<file path="src/gps_defines.svh">
`ifndef GPS_DEFINES_SVH
`define GPS_DEFINES_SVH

// C/A code geometry
`define GPS_CODE_LEN   11'd1023  // Chips per code period
`define GPS_PHASE_W    10        // Code phase 0..1022

// Datapath widths
`define GPS_SAMPLE_W   3         // Sign bit plus 2-bit magnitude
`define GPS_ACC_W      19        // Signed epoch sum

// Configuration port
`define GPS_CFG_AW     2         // Register address
`define GPS_CFG_DW     16        // Write data

// Register map
`define GPS_REG_PRN    2'd0      // Satellite number, bits 4:0
`define GPS_REG_SEEK   2'd1      // Seek target phase, bits 9:0
`define GPS_REG_CTRL   2'd2      // Bit 0 enables sampling

`endif
</file>
<file path="src/gps_pkg.sv">
`include "gps_defines.svh"

package gps_pkg;

   // Satellite number where 0 encodes PRN 32
   typedef logic [4:0] prn_t;

   // Code phase of a chip within the period
   typedef logic [`GPS_PHASE_W-1:0] phase_t;

   // Bit 2 is the sign, bits 1:0 the magnitude m, value is +/-(2m+1)
   typedef logic [`GPS_SAMPLE_W-1:0] sample_t;

   // Correlation sum over one code epoch
   typedef logic signed [`GPS_ACC_W-1:0] acc_t;

endpackage

</file>
<file path="src/gps_subchannel.sv">
`timescale 1ns/1ps
`include "gps_defines.svh"

module gps_subchannel (
   input  logic                   clk_sample,
   input  logic                   rst,
   input  logic                   cfg_valid,
   input  logic [`GPS_CFG_AW-1:0] cfg_addr,
   input  logic [`GPS_CFG_DW-1:0] cfg_data,
   input  logic                   sample_valid,
   input  gps_pkg::sample_t       sample_data,
   input  logic                   dump_ready,
   output logic                   cfg_ready,
   output logic                   sample_ready,
   output logic                   dump_valid,
   output gps_pkg::acc_t          dump_acc,
   output gps_pkg::phase_t        code_phase,
   output logic                   ca_chip
);

   gps_pkg::prn_t   prn;
   gps_pkg::phase_t seek_target;
   logic            prn_load;
   logic            seek_start;
   logic            seek_busy;
   logic            seek_done;
   logic            enable;
   logic            advance;
   logic            clear;

   assign clear = prn_load | seek_done;   // Both restart the epoch sum

   subchannel_cfg cfg_i (
      .clk_sample  (clk_sample),
      .rst         (rst),
      .cfg_valid   (cfg_valid),
      .cfg_addr    (cfg_addr),
      .cfg_data    (cfg_data),
      .seek_busy   (seek_busy),
      .cfg_ready   (cfg_ready),
      .prn         (prn),
      .prn_load    (prn_load),
      .seek_target (seek_target),
      .seek_start  (seek_start),
      .enable      (enable)
   );

   ca_code_gen code_gen_i (
      .clk_sample  (clk_sample),
      .rst         (rst),
      .prn         (prn),
      .prn_load    (prn_load),
      .seek_target (seek_target),
      .seek_start  (seek_start),
      .advance     (advance),
      .ca_chip     (ca_chip),
      .code_phase  (code_phase),
      .seek_busy   (seek_busy),
      .seek_done   (seek_done)
   );

   correlator corr_i (
      .clk_sample   (clk_sample),
      .rst          (rst),
      .enable       (enable),
      .seek_busy    (seek_busy),
      .clear        (clear),
      .sample_valid (sample_valid),
      .sample_data  (sample_data),
      .ca_chip      (ca_chip),
      .code_phase   (code_phase),
      .dump_ready   (dump_ready),
      .sample_ready (sample_ready),
      .advance      (advance),
      .dump_valid   (dump_valid),
      .dump_acc     (dump_acc)
   );

endmodule

</file>
<file path="src/correlator.sv">
`timescale 1ns/1ps
`include "gps_defines.svh"

module correlator (
   input  logic             clk_sample,
   input  logic             rst,
   input  logic             enable,
   input  logic             seek_busy,
   input  logic             clear,         // PRN load or seek end
   input  logic             sample_valid,
   input  gps_pkg::sample_t sample_data,
   input  logic             ca_chip,       // 1 is +1, 0 is -1
   input  gps_pkg::phase_t  code_phase,
   input  logic             dump_ready,
   output logic             sample_ready,
   output logic             advance,       // Sample taken this edge
   output logic             dump_valid,
   output gps_pkg::acc_t    dump_acc
);

   localparam gps_pkg::phase_t last_phase = gps_pkg::phase_t'(`GPS_CODE_LEN - 1);

   gps_pkg::acc_t     acc;          // Running sum of this epoch
   gps_pkg::acc_t     acc_next;     // Sum including current sample
   logic [2:0]        mag;          // 2m+1
   logic              neg;          // Sign of the product
   logic signed [3:0] prod;         // -7..+7
   logic              last_chip;
   logic              epoch_hold;
   logic              epoch_end;

   // Wipe-off of the code from the sample
   assign mag  = {sample_data[1:0], 1'b1};
   assign neg  = sample_data[2] ^ ~ca_chip;   // Flip when chip is -1
   assign prod = neg ? -$signed({1'b0, mag}) : $signed({1'b0, mag});

   assign acc_next = acc + {{(`GPS_ACC_W-4){prod[3]}}, prod};

   // Epoch end must not land on a pending dump
   assign last_chip  = (code_phase == last_phase);
   assign epoch_hold = last_chip & dump_valid;

   assign sample_ready = enable & ~seek_busy & ~clear & ~epoch_hold;
   assign advance      = sample_valid & sample_ready;
   assign epoch_end    = advance & last_chip;

   always_ff @(posedge clk_sample) begin
      if (rst) begin
         acc <= '0;
      end else if (clear || epoch_end) begin
         acc <= '0;                 // Next sample opens a new sum
      end else if (advance) begin
         acc <= acc_next;
      end
   end

   // Dump handshake held until taken
   always_ff @(posedge clk_sample) begin
      if (rst) begin
         dump_valid <= 1'b0;
      end else if (epoch_end) begin
         dump_valid <= 1'b1;        // Slot is free here by the hold rule
      end else if (dump_ready) begin
         dump_valid <= 1'b0;
      end
   end

   always_ff @(posedge clk_sample) begin
      if (epoch_end) begin
         dump_acc <= acc_next;      // Includes the phase 1022 sample
      end
   end

endmodule

</file>
<file path="src/ca_code_gen.sv">
`timescale 1ns/1ps
`include "gps_defines.svh"

module ca_code_gen (
   input  logic            clk_sample,
   input  logic            rst,
   input  gps_pkg::prn_t   prn,          // Selected satellite
   input  logic            prn_load,     // Restart code at phase 0
   input  gps_pkg::phase_t seek_target,  // Phase to slew to
   input  logic            seek_start,   // One-cycle seek request
   input  logic            advance,      // Step one chip per accepted sample
   output logic            ca_chip,      // Code bit at code_phase
   output gps_pkg::phase_t code_phase,   // Phase of the next chip
   output logic            seek_busy,    // Slew in progress
   output logic            seek_done     // Pulse after reaching target
);

   localparam gps_pkg::phase_t last_phase = gps_pkg::phase_t'(`GPS_CODE_LEN - 1);

   logic [10:1]     g1;           // Stage 1 is the input end
   logic [10:1]     g2;
   logic            g1_fb;
   logic            g2_fb;
   logic [7:0]      taps;         // Two G2 stage numbers
   logic [3:0]      tap_a;
   logic [3:0]      tap_b;
   gps_pkg::phase_t phase_next;
   logic            seek_active;  // Stepping toward target
   logic            seeking;
   logic            at_target;
   logic            step;

   // G2 phase selector taps per PRN
   function automatic logic [7:0] g2_taps(input gps_pkg::prn_t p);
      case (p)
         5'd1:    g2_taps = {4'd2, 4'd6};
         5'd2:    g2_taps = {4'd3, 4'd7};
         5'd3:    g2_taps = {4'd4, 4'd8};
         5'd4:    g2_taps = {4'd5, 4'd9};
         5'd5:    g2_taps = {4'd1, 4'd9};
         5'd6:    g2_taps = {4'd2, 4'd10};
         5'd7:    g2_taps = {4'd1, 4'd8};
         5'd8:    g2_taps = {4'd2, 4'd9};
         5'd9:    g2_taps = {4'd3, 4'd10};
         5'd10:   g2_taps = {4'd2, 4'd3};
         5'd11:   g2_taps = {4'd3, 4'd4};
         5'd12:   g2_taps = {4'd5, 4'd6};
         5'd13:   g2_taps = {4'd6, 4'd7};
         5'd14:   g2_taps = {4'd7, 4'd8};
         5'd15:   g2_taps = {4'd8, 4'd9};
         5'd16:   g2_taps = {4'd9, 4'd10};
         5'd17:   g2_taps = {4'd1, 4'd4};
         5'd18:   g2_taps = {4'd2, 4'd5};
         5'd19:   g2_taps = {4'd3, 4'd6};
         5'd20:   g2_taps = {4'd4, 4'd7};
         5'd21:   g2_taps = {4'd5, 4'd8};
         5'd22:   g2_taps = {4'd6, 4'd9};
         5'd23:   g2_taps = {4'd1, 4'd3};
         5'd24:   g2_taps = {4'd4, 4'd6};
         5'd25:   g2_taps = {4'd5, 4'd7};
         5'd26:   g2_taps = {4'd6, 4'd8};
         5'd27:   g2_taps = {4'd7, 4'd9};
         5'd28:   g2_taps = {4'd8, 4'd10};
         5'd29:   g2_taps = {4'd1, 4'd6};
         5'd30:   g2_taps = {4'd2, 4'd7};
         5'd31:   g2_taps = {4'd3, 4'd8};
         default: g2_taps = {4'd4, 4'd9};  // PRN 32 encoded as 0
      endcase
   endfunction

   assign taps  = g2_taps(prn);
   assign tap_a = taps[7:4];
   assign tap_b = taps[3:0];

   assign g1_fb = g1[3] ^ g1[10];                                // 1 + x^3 + x^10
   assign g2_fb = g2[2] ^ g2[3] ^ g2[6] ^ g2[8] ^ g2[9] ^ g2[10]; // G2 polynomial

   assign ca_chip = g1[10] ^ g2[tap_a] ^ g2[tap_b];

   assign phase_next = (code_phase == last_phase) ? '0 : code_phase + 1'b1;

   assign seeking   = seek_start | seek_active;
   assign at_target = (code_phase == seek_target);
   assign step      = advance | seeking;    // Samples are blocked while seeking
   assign seek_busy = seeking;              // Covers the request cycle too

   always_ff @(posedge clk_sample) begin
      if (rst) begin
         g1          <= '1;
         g2          <= '1;
         code_phase  <= '0;
         seek_active <= 1'b0;
         seek_done   <= 1'b0;
      end else begin
         seek_done <= 1'b0;
         if (prn_load) begin
            g1         <= '1;                // Both registers to all ones
            g2         <= '1;
            code_phase <= '0;
         end else if (seeking && at_target) begin
            seek_active <= 1'b0;             // Target already reached
            seek_done   <= 1'b1;
         end else if (step) begin
            g1         <= {g1[9:1], g1_fb};  // Back to all ones after 1023 steps
            g2         <= {g2[9:1], g2_fb};
            code_phase <= phase_next;
            if (seeking) begin
               seek_active <= (phase_next != seek_target);
               seek_done   <= (phase_next == seek_target);
            end
         end
      end
   end

endmodule

</file>
<file path="src/subchannel_cfg.sv">
`timescale 1ns/1ps
`include "gps_defines.svh"

module subchannel_cfg (
   input  logic                   clk_sample,
   input  logic                   rst,
   input  logic                   cfg_valid,
   input  logic [`GPS_CFG_AW-1:0] cfg_addr,
   input  logic [`GPS_CFG_DW-1:0] cfg_data,
   input  logic                   seek_busy,    // From code generator
   output logic                   cfg_ready,
   output gps_pkg::prn_t          prn,
   output logic                   prn_load,     // One cycle after PRN write
   output gps_pkg::phase_t        seek_target,
   output logic                   seek_start,   // One cycle after SEEK write
   output logic                   enable        // Sampling enable
);

   logic wr_accept;

   // Writes stall for the whole slew
   assign cfg_ready = ~seek_busy;
   assign wr_accept = cfg_valid & cfg_ready;

   // Held register values
   always_ff @(posedge clk_sample) begin
      if (rst) begin
         prn         <= 5'd1;     // PRN 1 out of reset
         seek_target <= '0;
         enable      <= 1'b0;
      end else if (wr_accept) begin
         case (cfg_addr)
            `GPS_REG_PRN: begin
               prn <= cfg_data[4:0];
            end
            `GPS_REG_SEEK: begin
               seek_target <= cfg_data[`GPS_PHASE_W-1:0];
            end
            `GPS_REG_CTRL: begin
               enable <= cfg_data[0];
            end
            default: begin
               // Unmapped address is dropped
            end
         endcase
      end
   end

   // Single-cycle strobes aligned with the new register values
   always_ff @(posedge clk_sample) begin
      if (rst) begin
         prn_load   <= 1'b0;
         seek_start <= 1'b0;
      end else begin
         prn_load   <= wr_accept && (cfg_addr == `GPS_REG_PRN);
         seek_start <= wr_accept && (cfg_addr == `GPS_REG_SEEK);
      end
   end

endmodule

</file>
<file path="config.mk">
export PLATFORM = sky130hd
export DESIGN_NAME = gps_subchannel
export DESIGN_NICKNAME = d
export VERILOG_FILES = /design/src/gps_pkg.sv /design/src/gps_subchannel.sv /design/src/correlator.sv /design/src/ca_code_gen.sv /design/src/subchannel_cfg.sv
export VERILOG_INCLUDE_DIRS = /design/src
export SDC_FILE = /design/constraint.sdc
export NUM_CORES = 1
export LEC_CHECK = 0
export ABC_AREA = 1
export BUFFER_PORTS_ARGS = -buffer_cell sky130_fd_sc_hd__buf_2
export CAP_MARGIN = 5
export CORE_ASPECT_RATIO = 1.5
export CORE_MARGIN = 5
export CORE_UTILIZATION = 25
export DETAILED_ROUTE_END_ITERATION = 8
export PLACE_DENSITY = 0.45
export SYNTH_ARGS = -nofsm -noshare
export SYNTH_HDL_FRONTEND = slang
export SYNTH_SLANG_ARGS = --single-unit
</file>
<file path="constraint.sdc">
create_clock -name clk_sample -period 3.92 [get_ports clk_sample]
set_input_delay 0.196 -clock clk_sample [delete_from_list [all_inputs] [get_ports clk_sample]]
set_output_delay 0.196 -clock clk_sample [all_outputs]
set_load 0.005 [all_outputs]
</file>
=== Word level (Yosys, flattened, before mapping) ===
Memories as Yosys holds them, arrays and structs flattened. A register that Yosys moved wholly into a read port is not among the register bits.
Index checks and enable logic that the tools add are counted.

* Flip-flop bits (word level): 89
* Input port bits: 26
* Bits in read-only memories: 256
* Output and inout bits: 33
* Memories kept: 1
* Logic and storage cells: 81

* Add/subtract/negate cells: 3
* Bitwise logic cells: 25
* Reductions and logical operators: 15
* Magnitude comparators: 2
* Mux-type cells: 16
* Equal/unequal tests: 6

{| class="wikitable"
|+ Memory list
! memory !! depth !! bits a word !! rd ports !! clocked after memory_dff !! write ports !! RTL line !! text
|-
| (no name shown) || 32 || 8 || 1 || 1 || 0 || ca_code_gen.sv:35 || <nowiki>case (p)</nowiki>
|}

{| class="wikitable"
|+ Operator list
! kind !! count
|-
| == test 10 bit || 2
|-
| adder 19 bit || 1
|-
| adder 10 x 1 -> 10 bit (second input constant) || 1
|-
| == test 10 bit (second input constant) || 1
|-
| < comparator 4 x 5 -> 1 bit (second input constant) || 2
|-
| 2-to-1 mux 1 bit || 10
|-
| 2-to-1 mux 10 bit || 1
|-
| 2-to-1 mux 5 bit || 2
|-
| != test 10 bit || 1
|-
| XOR 1 bit || 9
|-
| binary-select mux 1 bit (select 4 bit) || 2
|-
| AND reduction 2 bit || 4
|-
| AND 1 bit || 7
|-
| inverter 1 bit || 6
|-
| nonzero test 2 bit || 3
|-
| 2-to-1 mux 4 bit || 1
|-
| negator 3 -> 4 bit || 1
|-
| OR reduction 2 bit || 2
|-
| logical AND 1 bit || 3
|-
| bitwise OR 1 bit || 3
|-
| AND reduction 3 bit || 1
|-
| == test 2 x 1 -> 1 bit (second input constant) || 1
|-
| == test 2 bit (second input constant) || 1
|-
| logical NOT 2 bit || 1
|-
| logical OR 1 bit || 1
|}

=== Logic depth before layout (Yosys ltp) ===
* Depth after elaboration: 9
* Gate-level depth with buffers: 25
* Mapped depth without buffers: 25

=== Cells and area by module ===
Synthesis repeated with hierarchy kept, for this count alone.

* Cell total of the unflattened synthesis: 880
* Area total of the unflattened synthesis: 5,948.2 µm²

{| class="wikitable"
|+ Modules (own cells, without submodules)
! module !! cells an instance !! seq. area each (µm²) !! area each (µm²) !! times used
|-
| correlator || 358 || 970.9 || 2,638.8 || 1
|-
| ca_code_gen || 410 || 640.6 || 2,546.2 || 1
|-
| subchannel_cfg || 109 || 360.3 || 752.0 || 1
|-
| gps_subchannel || 3 || 0.0 || 11.3 || 1
|}

=== Worst setup path before layout ===
No wires, ideal clock.

* Path type: register to register
* Start: reg, netlist name code_gen_i.taps[0]
* End: reg corr_i.dump_acc[13], data pin
* Setup time: 0.262 ns
* Arrival: 3.126 ns
* Slack: 0.532 ns
* Cell stages (with the launch flop): 22
* Required time: 3.658 ns
* Period minus slack after synthesis: 3.388 ns
* Path buffers: 0
* Path through: dfxtp_1 inv_1 nand2_1 nand3_1 nand3_1 nand3_1 nand3_1 nand2_1 nand2_1 nand2_1 nand2_1 nand2_1 xor2_1 ha_1 a21oi_1 o21ai_0 a21oi_1 o21ai_0 a21boi_1 o21ai_0 nand2_1 nand2_1

* Word-level cells in the longest chain between the ends: 7

{| class="wikitable"
|+ RTL lines
! what !! RTL line !! text
|-
| binary-select mux 1 bit (select 4 bit) || ca_code_gen.sv:78 || <nowiki>assign ca_chip = g1[10] ^ g2[tap_a] ^ g2[tap_b];</nowiki>
|-
| 2-to-1 mux 1 bit (implied by the code) || ca_code_gen.sv:78 ||
|-
| XOR 1 bit || ca_code_gen.sv:78 ||
|-
| net ca_chip || gps_subchannel.sv:18 || <nowiki>output logic ca_chip</nowiki>
|-
| inverter 1 bit || correlator.sv:34 || <nowiki>assign neg = sample_data[2] ^ ~ca_chip;</nowiki>
|-
| XOR 1 bit || correlator.sv:34 ||
|-
| 2-to-1 mux 4 bit || correlator.sv:35 || <nowiki>assign prod = neg ? -$signed({1'b0, mag}) : $signed({1'b0, mag});</nowiki>
|-
| adder 19 bit || correlator.sv:37 || <nowiki>assign acc_next = acc + {{(`GPS_ACC_W-4){prod[3]}}, prod};</nowiki>
|-
| net corr_i.acc_next[13] || correlator.sv:24 || <nowiki>gps_pkg::acc_t acc_next;</nowiki>
|-
| end signal, assigned || correlator.sv:70 || <nowiki>dump_acc <= acc_next;</nowiki>
|-
| end, declared || correlator.sv:18 || <nowiki>output gps_pkg::acc_t dump_acc</nowiki>
|}

The timed path passes the listed nets, and every way through them passes these cells. The select of a mux whose other input is x is not followed.
A chain may end at the register's enable or synchronous reset.

=== Final worst setup path ===
* Start: reg, netlist name code_gen_i.taps[0]
* End: reg corr_i.dump_acc[13], data pin

* Word-level cells in the longest chain between the ends: 7

{| class="wikitable"
|+ RTL lines
! what !! RTL line
|-
| binary-select mux 1 bit (select 4 bit) || ca_code_gen.sv:78
|-
| 2-to-1 mux 1 bit (implied by the code) || ca_code_gen.sv:78
|-
| XOR 1 bit || ca_code_gen.sv:78
|-
| inverter 1 bit || correlator.sv:34
|-
| XOR 1 bit || correlator.sv:34
|-
| 2-to-1 mux 4 bit || correlator.sv:35
|-
| adder 19 bit || correlator.sv:37
|-
| net corr_i.acc_next[13] || correlator.sv:24
|}

The timed path passes the listed nets, and every way through them passes these cells. The select of a mux whose other input is x is not followed.

==> flow_metrics.env <==
export IMPL_arrival_ns=3.63
export IMPL_cts_hold_fix_buffers=0
export IMPL_synth_seq_cells=97
export IMPL_hold_class="input port to register"
export IMPL_tightest_slew_ns=0.734
export IMPL_power_switching_uw=996
export IMPL_clock_path_buffers=2
export IMPL_firstDrtPassIters=5
export IMPL_clk_latency_ns=0.35
export IMPL_dieArea_sq_um=25200
export IMPL_crit_type="register to register"
export IMPL_crit_family="compound AO/OA/AOI/OAI gates"
export IMPL_gp_congestion=0.804
export IMPL_rr_endpoint="corr_i.dump_acc[13]$_DFFE_PP_"
export IMPL_clkPwrFrac_pct=29.7
export IMPL_drt_wl_total_um=14100
export IMPL_finalSetupViolCount=0
export IMPL_critPathBufInv=2
export IMPL_wl_per_cell_um=13.4
export IMPL_synth_edff_count=19
export IMPL_ys_warn_count=0
export IMPL_die_y_um=192
export IMPL_synth_nets=784
export IMPL_cellLeakagePower_uw=0.00286
export IMPL_vias_per_cell=4.58
export IMPL_syn_area_sq_um=5520
export IMPL_grt_pass1_vias=4747
export IMPL_layout_common_cells="nand2_1 (159), dfxtp_1 (78), inv_1 (75)"
export IMPL_whs_endpoint="cfg_i.seek_target[8]$_SDFFE_PP0P_"
export IMPL_hold_violations=0
export IMPL_dieWidth_um=131
export IMPL_crit_required_ns=4.01
export IMPL_maxSlewViolCount=0
export IMPL_drc_errors=0
export IMPL_clk_pin_slew_ns=0.07
export IMPL_ir_drop_v=0.000182
export IMPL_grt_overflow=0
export IMPL_synthAdderAreaFrac_pct=6.26
export IMPL_grt_pass1_wl_um=23700
export IMPL_muxShareOfSynthArea_pct=0
export IMPL_p_comb_share_pct=29.3
export IMPL_synth_xor_area_share_pct=5.56
export IMPL_cts_sinks=97
export IMPL_grt_max_degree=35
export IMPL_final_area_sq_um=6320
export IMPL_synth_top_family_by_area="simple AND/OR/NAND/NOR gates"
export IMPL_period_share_pct=90.4
export IMPL_power_density_nw_per_um2=451
export IMPL_rows=66
export IMPL_synth_compound_area_share_pct=16.9
export IMPL_core_area_sq_um=21700
export IMPL_utilization_pct=29.1
export IMPL_layout_drive_gt1_share_pct=13.5
export IMPL_r2r_cells=20
export IMPL_antenna_found_initial=1
export IMPL_status="completed"
export IMPL_cts_tree="yes"
export IMPL_p_int_uw=1850
export IMPL_tns_ns=0
export IMPL_numCtsBuffers=9
export IMPL_cpPeakStageDelay_ns=0.40
export IMPL_final_setup_skew_ns=0.0107
export IMPL_dpl_worst_slack_ns=0.291
export IMPL_antenna_cells=0
export IMPL_syn_inst=731
export IMPL_cpMaxStageDelayCell="dfxtp_1"
export IMPL_ys_seq_area_share_pct=38.7
export IMPL_path_cells="inv_1, nand2_1, nand3_1, nand3_1, nand3_1, nand3_1, nand2_1, nand2_1, nand2_1, nand2_1, nand2_1, buf_4, ha_1, nand2_1, o21ai_0, a21oi_2, o21ai_0, a21boi_2, o211ai_1, nand2_1"
export IMPL_min_path_cells=3
export IMPL_worstReg2RegStart="code_gen_i.taps[0]$_DFF_P_"
export IMPL_grt_use_total_pct=11.5
export IMPL_worst_slack_ns=0.375
export IMPL_root_buffer="clkbuf_16"
export IMPL_initial_utilization_pct=25.4
export IMPL_synth_avg_cell_area_sq_um=7.54
export IMPL_finalNetCount=832
export IMPL_drt_iter0_markers=226
export IMPL_r2r_slack_ns=0.37
export IMPL_relSlewSlack_pct=50.9
export IMPL_htreeDepth=3
export IMPL_cp_max_fo=15
export IMPL_vias=4840
export IMPL_ant_nets=0
export IMPL_netSwitchingFraction_pct=35.0
export IMPL_synthArstFlopShare_pct=0
export IMPL_pwr_share_seq_pct=41.0
export IMPL_final_common_cell="nand2_1"
export IMPL_post_dp_cell_area_sq_um=6030
export IMPL_synthFlopType="dfxtp_1"
export IMPL_yosys_area_share_simple_pct=24.8
export IMPL_dpl_hpwl_um=10800
export IMPL_startpoint_type="register"
export IMPL_areaGrowthSynthToFinish_pct=14.6
export IMPL_hold_path_startpoint="cfg_data[8]"
export IMPL_synthDistinctLibCells=47
export IMPL_max_freq_mhz=282
export IMPL_fin_crit_ns=3.55
export IMPL_numPortBuffers=52
export IMPL_path_common_cell="nand2_1"
export IMPL_rsz0062_at_grt="false"
export IMPL_cap_violations=0
export IMPL_top_level_ports=59
export IMPL_critPathCaptureType="register"
[routing by layer]
layer  up-vias  global-route usage (%)  wire length (um)
li1       2553                       -                 -
met1      2196                    13.1              6030
met2        72                    21.4              7400
met3        17                    1.76               408
met4         2                    4.28               266
met5         -                       0                10
[synth_stat cells (2+ instances only)]
library cell    n  area, sq um
buf_2           5         25.0
o21ai_0        59          295
nor2_2          2         12.5
o21ai_2         2         17.5
ha_1           26          325
o21ai_1         4         20.0
nor2_1         47          176
inv_1          75          282
o211ai_1       15          113
dfxtp_1        78         1560
clkbuf_1        8         30.0
xnor2_1        11         96.3
o32a_1          2         20.0
nand2_1       159          597
o31ai_1         2         15.0
buf_6           5         56.3
nand4_1         8         50.1
nor3_1          4         20.0
inv_2           5         18.8
nand3b_1        2         15.0
nand3_1        54          270
nor4_1          3         18.8
nand2_4         2         22.5
xor2_1         24          210
nor2_4          2         22.5
nand2_2         7         43.8
a21oi_1        76          380
nor3_2          2         20.0
edfxtp_1       19          571
buf_4           2         15.0
or2_2           4         25.0
o22ai_1         2         12.5
[timing repair]
item,4_1_cts,5_1_grt
resized for setup,0,4
setup endpoints to repair,0,6
setup buffers,0,0
[logic make-up (layout without fill, tap and decap cells)]
family / after synthesis / in the layout
simple gates: 302 / 302
compound gates: 169 / 169
buf+inv: 101 / 154
flops: 97 / 97
xor+xnor: 35 / 35
fa+ha+maj: 27 / 27
[power by group through the flow]
stage / sequential, uW / combinational [uW] / clock [uW]
after floorplan: 1170 / 641 / 0
after global placement: 1190 / 843 / 0
after detailed placement: 1190 / 838 / 0
after CTS: 1170 / 843 / 877
after global routing: 1180 / 959 / 931
final: 1170 / 834 / 847
[worst min-delay path, delay by kind of cell]
kind / cells / cell delay (ns)
buffers and inverters: 1 / 0.07
and+or+nand+nor: 2 / 0.11
[per-stage QoR]
step / std cells / hold WS, ns / total power (uW)
global placement: 1040 / 0.432 / 2030
floorplan: 731 / 0.311 / 1810
global route: 1056 / 0.107 / 3070
CTS: 1056 / 0.0637 / 2890
detailed placement: 1040 / 0.424 / 2030
finish: 1056 / 0.0782 / 2850
[layout make-up]
cell class / count / area (sq um)
Inverter: 81 / 307
Multi-Input combinational cell: 533 / 2960
Fill cell: 2387 / 15400
Clock inverter: 6 / 41.3
Sequential cell: 97 / 2130
Timing Repair Buffer: 57 / 298
Clock buffer: 10 / 239
Tap cell: 272 / 340
[worst max path at each step]
stage          slack (ns)                            end                  startpoint  cells past startpoint
2_1_floorplan        0.53  corr_i.dump_acc[13]$_DFFE_PP_  code_gen_i.taps[0]$_DFF_P_                     21
3_3_place_gp         0.29  corr_i.dump_acc[13]$_DFFE_PP_  code_gen_i.taps[4]$_DFF_P_                     22
3_5_place_dp         0.29  corr_i.dump_acc[13]$_DFFE_PP_  code_gen_i.taps[4]$_DFF_P_                     20
4_1_cts              0.29  corr_i.dump_acc[13]$_DFFE_PP_  code_gen_i.taps[0]$_DFF_P_                     20
5_1_grt              0.03  corr_i.dump_acc[13]$_DFFE_PP_  code_gen_i.taps[4]$_DFF_P_                     22
6_report             0.37  corr_i.dump_acc[13]$_DFFE_PP_  code_gen_i.taps[0]$_DFF_P_                     20
[flip-flops by register name, summed over array words and instances (netlist names)]
| name | cells |
|---|---|
| cfg_i.seek_target | 10 |
| cfg_i.prn_load | 1 |
| code_gen_i.code_phase | 10 |
| code_gen_i.taps | 8 |
| corr_i.dump_acc | 19 |
| code_gen_i.seek_done | 1 |
| cfg_i.prn | 5 |
| code_gen_i.g2 | 10 |
| corr_i.acc | 19 |
| code_gen_i.seek_active | 1 |
| cfg_i.seek_start | 1 |
| corr_i.dump_valid | 1 |
| code_gen_i.g1 | 10 |
| cfg_i.enable | 1 |
No activity file was read; power rests on OpenSTA's default activity.
